--- src/rv_pkg.sv ---
// ------------------------------------------------
// shared types for the rv32i five-stage core
// opcode and branch funct3 constants
// instruction word union with per-format views
// alu and branch enums, pipeline register structs
// ------------------------------------------------
package rv_pkg;

    typedef logic [31:0] word_t;
    typedef logic [4:0]  reg_idx_t;

    // base opcodes, only the supported subset
    localparam logic [6:0] op_r_type = 7'b0110011;
    localparam logic [6:0] op_i_alu  = 7'b0010011;
    localparam logic [6:0] op_load   = 7'b0000011;
    localparam logic [6:0] op_store  = 7'b0100011;
    localparam logic [6:0] op_branch = 7'b1100011;

    localparam logic [2:0] f3_beq = 3'b000;
    localparam logic [2:0] f3_bne = 3'b001;
    localparam logic [2:0] f3_blt = 3'b100;
    localparam logic [2:0] f3_bge = 3'b101;

    localparam int dmem_words_default = 64;

    // ------------------------------------------------
    // instruction formats, all 32 bits
    // ------------------------------------------------
    typedef struct packed {
        logic [6:0] funct7;
        reg_idx_t   rs2;
        reg_idx_t   rs1;
        logic [2:0] funct3;
        reg_idx_t   rd;
        logic [6:0] opcode;
    } r_fmt_t;

    typedef struct packed {
        logic [11:0] imm;
        reg_idx_t    rs1;
        logic [2:0]  funct3;
        reg_idx_t    rd;
        logic [6:0]  opcode;
    } i_fmt_t;

    typedef struct packed {
        logic [6:0] imm_hi;     // imm[11:5]
        reg_idx_t   rs2;
        reg_idx_t   rs1;
        logic [2:0] funct3;
        logic [4:0] imm_lo;     // imm[4:0]
        logic [6:0] opcode;
    } s_fmt_t;

    typedef struct packed {
        logic       imm_12;
        logic [5:0] imm_10_5;
        reg_idx_t   rs2;
        reg_idx_t   rs1;
        logic [2:0] funct3;
        logic [3:0] imm_4_1;
        logic       imm_11;
        logic [6:0] opcode;
    } b_fmt_t;

    // one fetched word, read in every view by decode
    typedef union packed {
        r_fmt_t r_fmt;
        i_fmt_t i_fmt;
        s_fmt_t s_fmt;
        b_fmt_t b_fmt;
    } inst_t;

    typedef enum logic [1:0] {alu_add, alu_sub, alu_and, alu_or} alu_ctrl_t;
    typedef enum logic [1:0] {br_eq, br_ne, br_lt, br_ge} br_kind_t;

    // ------------------------------------------------
    // pipeline registers
    // ------------------------------------------------
    typedef struct packed {
        word_t pc;
        inst_t inst;
        logic  valid;           // cleared by reset and flush
    } if_id_t;

    typedef struct packed {
        word_t     pc;
        word_t     rs1_data;
        word_t     rs2_data;
        word_t     imm;
        reg_idx_t  rs1;
        reg_idx_t  rs2;
        reg_idx_t  rd;
        alu_ctrl_t alu_ctrl;
        logic      alu_src;     // 1 = imm as second operand
        logic      use_rs2;
        logic      is_branch;
        br_kind_t  br_kind;
        logic      mem_read;
        logic      mem_write;
        logic      reg_write;
    } id_ex_t;

    typedef struct packed {
        word_t    alu_result;   // also the load/store address
        word_t    store_data;
        reg_idx_t rd;
        logic     mem_read;
        logic     mem_write;
        logic     reg_write;
    } ex_mem_t;

    // regfile write and external report, valid only when rd != 0
    typedef struct packed {
        logic     valid;
        reg_idx_t rd;
        word_t    data;
    } wb_t;

    typedef struct packed {
        logic  taken;
        word_t target;
    } redirect_t;

endpackage

--- src/rv_regfile.sv ---
// ------------------------------------------------
// 32-entry register file, x0 reads zero
// write-through read of the index being written
// ------------------------------------------------
module rv_regfile
    import rv_pkg::*;
(
    input  logic     clk,
    input  logic     reset_b,
    input  reg_idx_t rs1,
    input  reg_idx_t rs2,
    input  wb_t      wb,
    output word_t    rs1_data,
    output word_t    rs2_data
);

    word_t regs [1:31];         // no storage for x0

    always_ff @(posedge clk or negedge reset_b) begin
        if (!reset_b) begin
            for (int i = 1; i < 32; i++) begin
                regs[i] <= '0;
            end
        end else if (wb.valid) begin
            regs[wb.rd] <= wb.data;     // wb.valid already excludes rd 0
        end
    end

    // bypass so decode sees this cycle's writeback
    assign rs1_data = (rs1 == '0) ? '0 : (wb.valid && wb.rd == rs1) ? wb.data : regs[rs1];
    assign rs2_data = (rs2 == '0) ? '0 : (wb.valid && wb.rd == rs2) ? wb.data : regs[rs2];

endmodule

--- src/rv_decode.sv ---
// ------------------------------------------------
// decode stage
// control decode and immediate generation
// load-use hazard detection, register file
// ID/EX register with bubble and flush
// ------------------------------------------------
module rv_decode
    import rv_pkg::*;
(
    input  logic      clk,
    input  logic      reset_b,
    input  if_id_t    if_id,
    input  redirect_t redirect,
    input  wb_t       wb,
    output id_ex_t    id_ex,
    output logic      stall
);

    inst_t  inst;
    word_t  rs1_data;
    word_t  rs2_data;
    id_ex_t dec;                // next ID/EX contents
    logic   legal;              // supported opcode in a valid slot

    // funct3 to alu op, sub only when the caller says so
    function automatic alu_ctrl_t alu_of(input logic [2:0] f3, input logic sub);
        case (f3)
            3'b111:  return alu_and;
            3'b110:  return alu_or;
            default: return sub ? alu_sub : alu_add;
        endcase
    endfunction

    assign inst = if_id.inst;

    rv_regfile u_regfile (
        .clk      (clk),
        .reset_b  (reset_b),
        .rs1      (inst.r_fmt.rs1),
        .rs2      (inst.r_fmt.rs2),
        .wb       (wb),
        .rs1_data (rs1_data),
        .rs2_data (rs2_data)
    );

    // ------------------------------------------------
    // control and immediates
    // ------------------------------------------------
    always_comb begin
        dec   = '0;
        legal = 1'b0;
        if (if_id.valid) begin
            case (inst.r_fmt.opcode)
                op_r_type: begin
                    legal         = 1'b1;
                    dec.use_rs2   = 1'b1;
                    dec.reg_write = 1'b1;
                    dec.alu_ctrl  = alu_of(inst.r_fmt.funct3, inst.r_fmt.funct7[5]);
                end
                op_i_alu: begin
                    legal         = 1'b1;
                    dec.alu_src   = 1'b1;
                    dec.reg_write = 1'b1;
                    dec.alu_ctrl  = alu_of(inst.i_fmt.funct3, 1'b0);   // no subi
                    dec.imm       = {{20{inst.i_fmt.imm[11]}}, inst.i_fmt.imm};
                end
                op_load: begin
                    legal         = 1'b1;
                    dec.alu_src   = 1'b1;
                    dec.mem_read  = 1'b1;
                    dec.reg_write = 1'b1;
                    dec.imm       = {{20{inst.i_fmt.imm[11]}}, inst.i_fmt.imm};
                end
                op_store: begin
                    legal         = 1'b1;
                    dec.alu_src   = 1'b1;
                    dec.use_rs2   = 1'b1;   // store data
                    dec.mem_write = 1'b1;
                    dec.imm = {{20{inst.s_fmt.imm_hi[6]}}, inst.s_fmt.imm_hi, inst.s_fmt.imm_lo};
                end
                op_branch: begin
                    legal         = 1'b1;
                    dec.use_rs2   = 1'b1;
                    dec.is_branch = 1'b1;
                    dec.br_kind   = br_kind_t'({inst.b_fmt.funct3[2], inst.b_fmt.funct3[0]});
                    // offset in half-words, low bit always zero
                    dec.imm = {{19{inst.b_fmt.imm_12}}, inst.b_fmt.imm_12, inst.b_fmt.imm_11,
                               inst.b_fmt.imm_10_5, inst.b_fmt.imm_4_1, 1'b0};
                end
                default: legal = 1'b0;  // unknown opcode, stays a bubble
            endcase
        end
        if (legal) begin
            dec.pc       = if_id.pc;
            dec.rs1      = inst.r_fmt.rs1;
            dec.rs2      = inst.r_fmt.rs2;
            dec.rd       = inst.r_fmt.rd;
            dec.rs1_data = rs1_data;
            dec.rs2_data = rs2_data;
        end
    end

    // load in EX feeding this instruction, one bubble
    assign stall = legal && id_ex.mem_read &&
                   ((id_ex.rd == dec.rs1) || (dec.use_rs2 && (id_ex.rd == dec.rs2)));

    always_ff @(posedge clk or negedge reset_b) begin
        if (!reset_b) begin
            id_ex <= '0;
        end else if (redirect.taken || stall) begin
            id_ex <= '0;        // flush or bubble
        end else begin
            id_ex <= dec;
        end
    end

endmodule

--- config.mk ---
export PLATFORM = sky130hd
export DESIGN_NAME = rv_decode
export DESIGN_NICKNAME = d
export VERILOG_FILES = /design/src/rv_pkg.sv /design/src/rv_regfile.sv /design/src/rv_decode.sv
export SDC_FILE = /design/constraint.sdc
export NUM_CORES = 2
export LEC_CHECK = 0
export BUFFER_PORTS_ARGS = -buffer_cell sky130_fd_sc_hd__buf_2
export CAP_MARGIN = 20
export CORE_ASPECT_RATIO = 1.4
export CORE_MARGIN = 1.5
export CORE_UTILIZATION = 30
export CTS_CLUSTER_DIAMETER = 100
export DETAILED_ROUTE_END_ITERATION = 6
export PLACE_DENSITY = 0.44
export SKIP_LAST_GASP = 1
export SYNTH_ARGS = -nofsm -noshare
export SYNTH_HDL_FRONTEND = slang
export SYNTH_SLANG_ARGS = --single-unit
--- constraint.sdc ---
create_clock -name clk -period 5.2 [get_ports clk]
set_input_delay 0.52 -clock clk [delete_from_list [all_inputs] [get_ports clk]]
set_output_delay 0.52 -clock clk [all_outputs]
set_load 0.02 [all_outputs]
# Word level (Yosys, flattened, before mapping)
# Cells that the tools add are included.
totals:
  input_bits: 138
  ff_bits: 1145
  wordCells: 110
  out_inout_bits: 154
op_classes:
  n_lt_le_gt_ge: 4
  eq_ne: 11
  reduce_logical: 15
  mux: 31
  n_bitwise: 3
ops:
  columns: ["cell", "n"]
  rows:
  - ["$bwmux 992", 1]
  - ["$bmux 32 s5", 2]
  - ["$mux 32", 10]
  - ["$demux 32 s5", 1]
  - ["$mux 153", 1]
  - ["$mux 96", 1]
  - ["$pmux 32 s3", 1]
  - ["$eq 5x5->1", 4]
  - ["$ge 6x6->1 const B", 3]
  - ["$not 5->6", 3]
  - ["$mux 15", 1]
  - ["$eq 7x6->1 const B", 2]
  - ["$pmux 2 s2", 3]
  - ["$logic_not 5->1", 2]
  - ["$mux 10", 1]
  - ["$reduce_or 3->1", 3]
  - ["$mux 1", 8]
  - ["$eq 7x2->1 const B", 1]
  - ["$eq 7x5->1 const B", 1]
  - ["$eq 7x7->1 const B", 1]
  - ["$eq 3x3->1 const B", 2]
  - ["$logic_and 1x1->1", 6]
  - ["$lt 6x1->1 const B", 1]
  - ["$reduce_or 5->1", 1]
  - ["3 further kinds", 4]

# Depth between registers and ports, before layout
logic_depth:
  depth_word: 11
  depth_mapped: 11
  depth_no_buf: 6

# Hierarchy
# From an unflattened synthesis, not the netlist that was laid out.
hier_totals:
  cells_unflattened: 4066
  area_unflattened_um2: 58811.4
modules_own_cells:
  columns: ["mod", "area_each_um2", "seq_area_each_um2", "cells_per_inst", "instances"]
  rows:
  - ["rv_regfile", 53543.9, 24823.8, 3557, 1]
  - ["rv_decode", 5267.6, 3353.2, 509, 1]

# Worst setup path before layout
# No wires, ideal clock.
synth_path:
  path_kind: "input -> register"
  from: "in if_id[21] (netlist bit)"
  to: "reg id_ex[65] (netlist bit)"
  arrival_ns: 2.095
  setup_time_ns: 0.136
  n_path_buf: 3
  required_time_ns: 5.064
  cell_stages: 8
  slack_ns: 2.969
  path_cell_list: "buf_4 > buf_6 > buf_2 > mux4_2 > a22oi_1 > nand3_1 > nor3_1 > nor3_1"
synth_via:
  elab_chain_len: 8
  elab_cells_between_ends: 17
  cone_classes: "eq/ne (2); mux (8); bitwise (1); reduce/logical (6)"
synth_rtl:
  columns: ["element", "line_no", "text"]
  rows:
  - ["from (decl)", "rv_decode.sv:12", "input if_id_t if_id,"]
  - ["$not 5->6 (implied by the code)", "rv_regfile.sv:31", "assign rs2_data = (rs2 == '0) ? '0 : (wb.valid && wb.rd == rs2) ? wb.data : regs[rs2];"]
  - ["$bmux 32 s5", "rv_regfile.sv:31", null]
  - ["$mux 32 (implied by the code) (2 in a row)", "rv_regfile.sv:31", null]
  - ["$mux 32 (2 in a row)", "rv_regfile.sv:31", null]
  - ["$mux 96", "rv_decode.sv:93", "if (legal) begin"]
  - ["$mux 153 (*)", "rv_decode.sv:110", "end else if (redirect.taken || stall) begin"]
  - ["to (signal assigned)", "rv_decode.sv:109", "id_ex <= '0;"]
  - ["to (signal assigned)", "rv_decode.sv:111", "id_ex <= '0;"]
  - ["to (signal assigned)", "rv_decode.sv:113", "id_ex <= dec;"]
  - ["to (decl)", "rv_decode.sv:15", "output id_ex_t id_ex,"]
# Every way passes the cells marked *; elsewhere a longest branch is shown, timed or not. The select of a mux whose other input is x is not followed.
# A chain may end at the register's enable or synchronous reset.

# Final worst setup path
layout_path:
  from: "in if_id[24] (netlist bit)"
  to: "reg id_ex[84] (netlist bit)"
# Same word-level chain as after synthesis.

==> reports/summary.log <==
[finish] Seq. cell area 28200 um^2
[sta] Fin Clk Skew 0.0286 ns
[sta] final critical path time including I/O delays and setup 3.04 ns
[global_route] number of antenna violations at the first check in global routing 23
[floorplanning] Core ar. 194000 um^2
[detailed_routing] vias post-DR 39.6k
[worst_setup_path] required time worst endpoint 5.83 ns
[cts] Max Buffers Root-to-Sink 3
[detailed_routing] final routed wirelength across all metal layers 238000 um
[detailed_routing] first drt pass iteration count 7
[power] switching pwr 7140 uW
[global_route] number of global-route vias before repair 40.6k
[detailed_routing] WL per Instance 34.3 um
[place] placed cell count 6638
[worst_setup_path] largest fanout on the critical path 19
[sta] Setup-failing EPs final 0
[synthesis] main flop type after synthesis sky130_fd_sc_hd__dfrtp_1
[power] internal power component 18500 uW
[synthesis] flop and latch count out of synthesis 1126
[sta] worst slew margin relative to its limit 0.183
[floorplanning] width of the die 376 um
[synthesis] share of flip-flops with an asynchronous set or reset 1.00
[worst_setup_path] Arrival @ worst endpoint 3.67 ns
[cts] CTS root buffer sky130_fd_sc_hd__clkbuf_16
[synthesis] number of nets in the synthesized netlist 4295
[finish] area used by multi-input combinational logic 28100 um^2
[power] Seq pwr share 0.446
[synthesis] proportion of netlist area held by the largest area contributor 0.482
[hold_path] class of the tightest hold or removal check input pin to flop
[synthesis] share of synthesized area occupied by flip-flops and latches 0.482
[global_route] residual overflow from global routing 0
[cts] sinks on the clock net 1126
[worst_setup_path] kind of end point of the critical path flop
[finish] synth-to-layout area growth 15.0%
[finish] Fill cells 19.0k
[cts] clock slew seen by the registers of the worst setup and hold paths 0.06 ns
[synthesis] Yosys warnings 0
[floorplanning] number of placement rows 191
[detailed_routing] post-detailed-route via-to-cell ratio 5.72
[floorplanning] vertical die dimension 525 um
[sta] accumulated negative setup slack 0 ns
[synthesis] leading cell type by number of instances after synthesis sky130_fd_sc_hd__dfrtp_1
[power] clock group share of total power 0.375
[global_route] aggregate global-route resource usage 0.238
[sta] unrepaired setup endpoints after global routing false
[sta] share of the clock period used by the worst path 0.585
[place] count of port buffers added during placement 259
[outcome] result of the run completed
[sta] timing-limited maximum frequency 329 MHz
[power] share of total power in combinational logic 0.180
[cts] H-tree depth 4
[synthesis] cell taking the most area after synthesis sky130_fd_sc_hd__dfrtp_1
[finish] share of post-route cells with drive strength above 1 0.467
[synthesis] instance count of the mapped netlist 4157
[finish] number of standard cells in the final layout excluding fillers 6923
[sta] measured slew at the worst slew-check pin 1.22 ns
[detailed_routing] antenna-violating nets left 0
[cts] # resized after CTS 0
[power] P per Cell Area 381 nW/um^2
[synthesis] Post-synth EDFFs 0
[power] leakage 0.0297 uW
[synthesis] cell types occupying the most area after synthesis sky130_fd_sc_hd__dfrtp_1, sky130_fd_sc_hd__mux2_2, sky130_fd_sc_hd__mux4_2
[detailed_routing] Post-route DRC 0
[power] fraction of power spent switching nets 0.279
[worst_setup_path] startpoint type of the worst setup path input pin
[floorplanning] effective utilization at floorplan 0.302
[cts] clock buffers created by TritonCTS 131
[global_route] first-pass GRT wire length 333000 um
[job] maximum capacitance violations 0
[place] GPL Wtd Cong 0.807
[worst_setup_path] critical setup path kind input pin to flop
[detailed_routing] iteration-0 DRC count of the detailed router 3071
[synthesis] cell types with the highest counts after synthesis sky130_fd_sc_hd__dfrtp_1, sky130_fd_sc_hd__mux2_2, sky130_fd_sc_hd__mux4_2, sky130_fd_sc_hd__mux2i_1, sky130_fd_sc_hd__a22oi_1
[power] worst supply voltage drop on vdd 364 uV
[cts] clock insertion delay at the later pin of the skew report 0.80 ns
[cts] CTS tree done
[sta] fin. max-slew vios 0
[global_route] maximum number of pins on one net before global-route repair 122
[synthesis] post-synthesis average cell area 14.1 um^2
[finish] # nets final 4451
[floorplanning] die area 198000 um^2
[synthesis] post-synthesis cell type count 73
[place] hpwl dp 146000 um
[sta] Hold Violations, Final 0
[floorplanning] total I/O pin count 292
[synthesis] post-synthesis instance area 58500 um^2
metrics by stage:
stage                     cell area (um^2)  power (uW)  hold slack, ns  setup slack [ns]  utilization
final                                67200       25600          0.0514              2.16        0.347
after global routing                 67200       26700          0.0182              2.07        0.347
after CTS                            67200       25800         0.00676              2.21        0.347
after detailed placement             62300       16100           0.493              1.44        0.322
after global placement               62300       16000           0.485              1.50        0.322
after floorplan                      58500       14600           0.224              2.97            -
layer usage:
metal,vias to the layer above,track usage,part of all wire
met3,373,0.0407,0.051
met1,21700,0.313,0.43
met5,-,0,0.00053
li1,16200,-,-
met4,16,0.0753,0.033
met2,1293,0.398,0.49
layout make-up:
type	count	share of cell area
diodes	5	0.000186
clock buffers	192	0.0581
clock inverters	37	0.00672
inverters	5	0.000279
multi-input cells	2589	0.418
flip-flops and latches	1126	0.419
well taps	2509	0.0467
repair buffers	460	0.0506
flip-flops by register name, indices dropped and copies added (netlist names):
register and count:
u_regfile.regs 992, id_ex 134
path summary, 6_finish.rpt:
kind                                                   end                             from  slack, ns  cells past startpoint
setup / recovery                       id_ex[84]$_DFF_PN0_                        if_id[24]       2.16                      8
min in group asynchronous   u_regfile.regs[89]$_DFFE_PN0P_                          reset_b       0.36                      2
hold reg to reg            u_regfile.regs[118]$_DFFE_PN0P_  u_regfile.regs[118]$_DFFE_PN0P_       0.51                      1
max in group asynchronous   u_regfile.regs[59]$_DFFE_PN0P_                          reset_b       3.45                      3
setup reg to reg                      id_ex[109]$_DFF_PN0_              id_ex[11]$_DFF_PN0_       2.56                      7
hold / removal                         id_ex[13]$_DFF_PN0_                        if_id[11]       0.05                      2
cells in the final DEF (no fill, tap or decap), types with 36 or more instances in the layout:
master and instances:
sky130_fd_sc_hd__dfrtp_1 1126, sky130_fd_sc_hd__mux2_2 1073, sky130_fd_sc_hd__mux4_2 304, sky130_fd_sc_hd__mux2i_1 263, sky130_fd_sc_hd__buf_2 252, sky130_fd_sc_hd__a22oi_1 159, sky130_fd_sc_hd__clkbuf_16 135, sky130_fd_sc_hd__nand2_1 124
sky130_fd_sc_hd__buf_4 121, sky130_fd_sc_hd__a221oi_1 61, sky130_fd_sc_hd__nor2_1 57, sky130_fd_sc_hd__and2_1 57, sky130_fd_sc_hd__o22ai_1 51, sky130_fd_sc_hd__dlygate4sd3_1 49, sky130_fd_sc_hd__a21oi_1 47, sky130_fd_sc_hd__o21ai_0 36
worst max-delay path, stage by stage:
cell	delay (ns)
sky130_fd_sc_hd__buf_2	0.67
sky130_fd_sc_hd__or2_2	0.75
sky130_fd_sc_hd__nor3_4	0.14
sky130_fd_sc_hd__buf_4	0.29
sky130_fd_sc_hd__a22oi_1	0.28
sky130_fd_sc_hd__o211ai_1	0.12
sky130_fd_sc_hd__or3_1	0.39
sky130_fd_sc_hd__a21oi_1	0.39
power by group through the flow:
stage	combinational [uW]	sequential [uW]	clock, uW
6_report	4600	11400	9590
5_1_grt	4930	11600	10100
4_1_cts	4640	11400	9820
3_5_place_dp	4600	11500	0
3_3_place_gp	4530	11500	0
2_1_floorplan	3450	11100	0
what timing repair did:
item / in CTS / in global routing
endpoints found under the hold margin: 154 / 0
buffers inserted: 0 / 0
hold buffers: 49 / 0
logic make-up (layout without fill, tap and decap cells):
logic type	Yosys count	in the layout	share of synthesized area
flops	1126	1126	0.482
xor+xnor	19	19	0.00285
buf+inv	442	694	0.0425
mux	1656	1656	0.373
other cells	0	5	0
simple gates	432	432	0.0386
compound gates	482	482	0.0609
(Power assumes the default switching activity.)
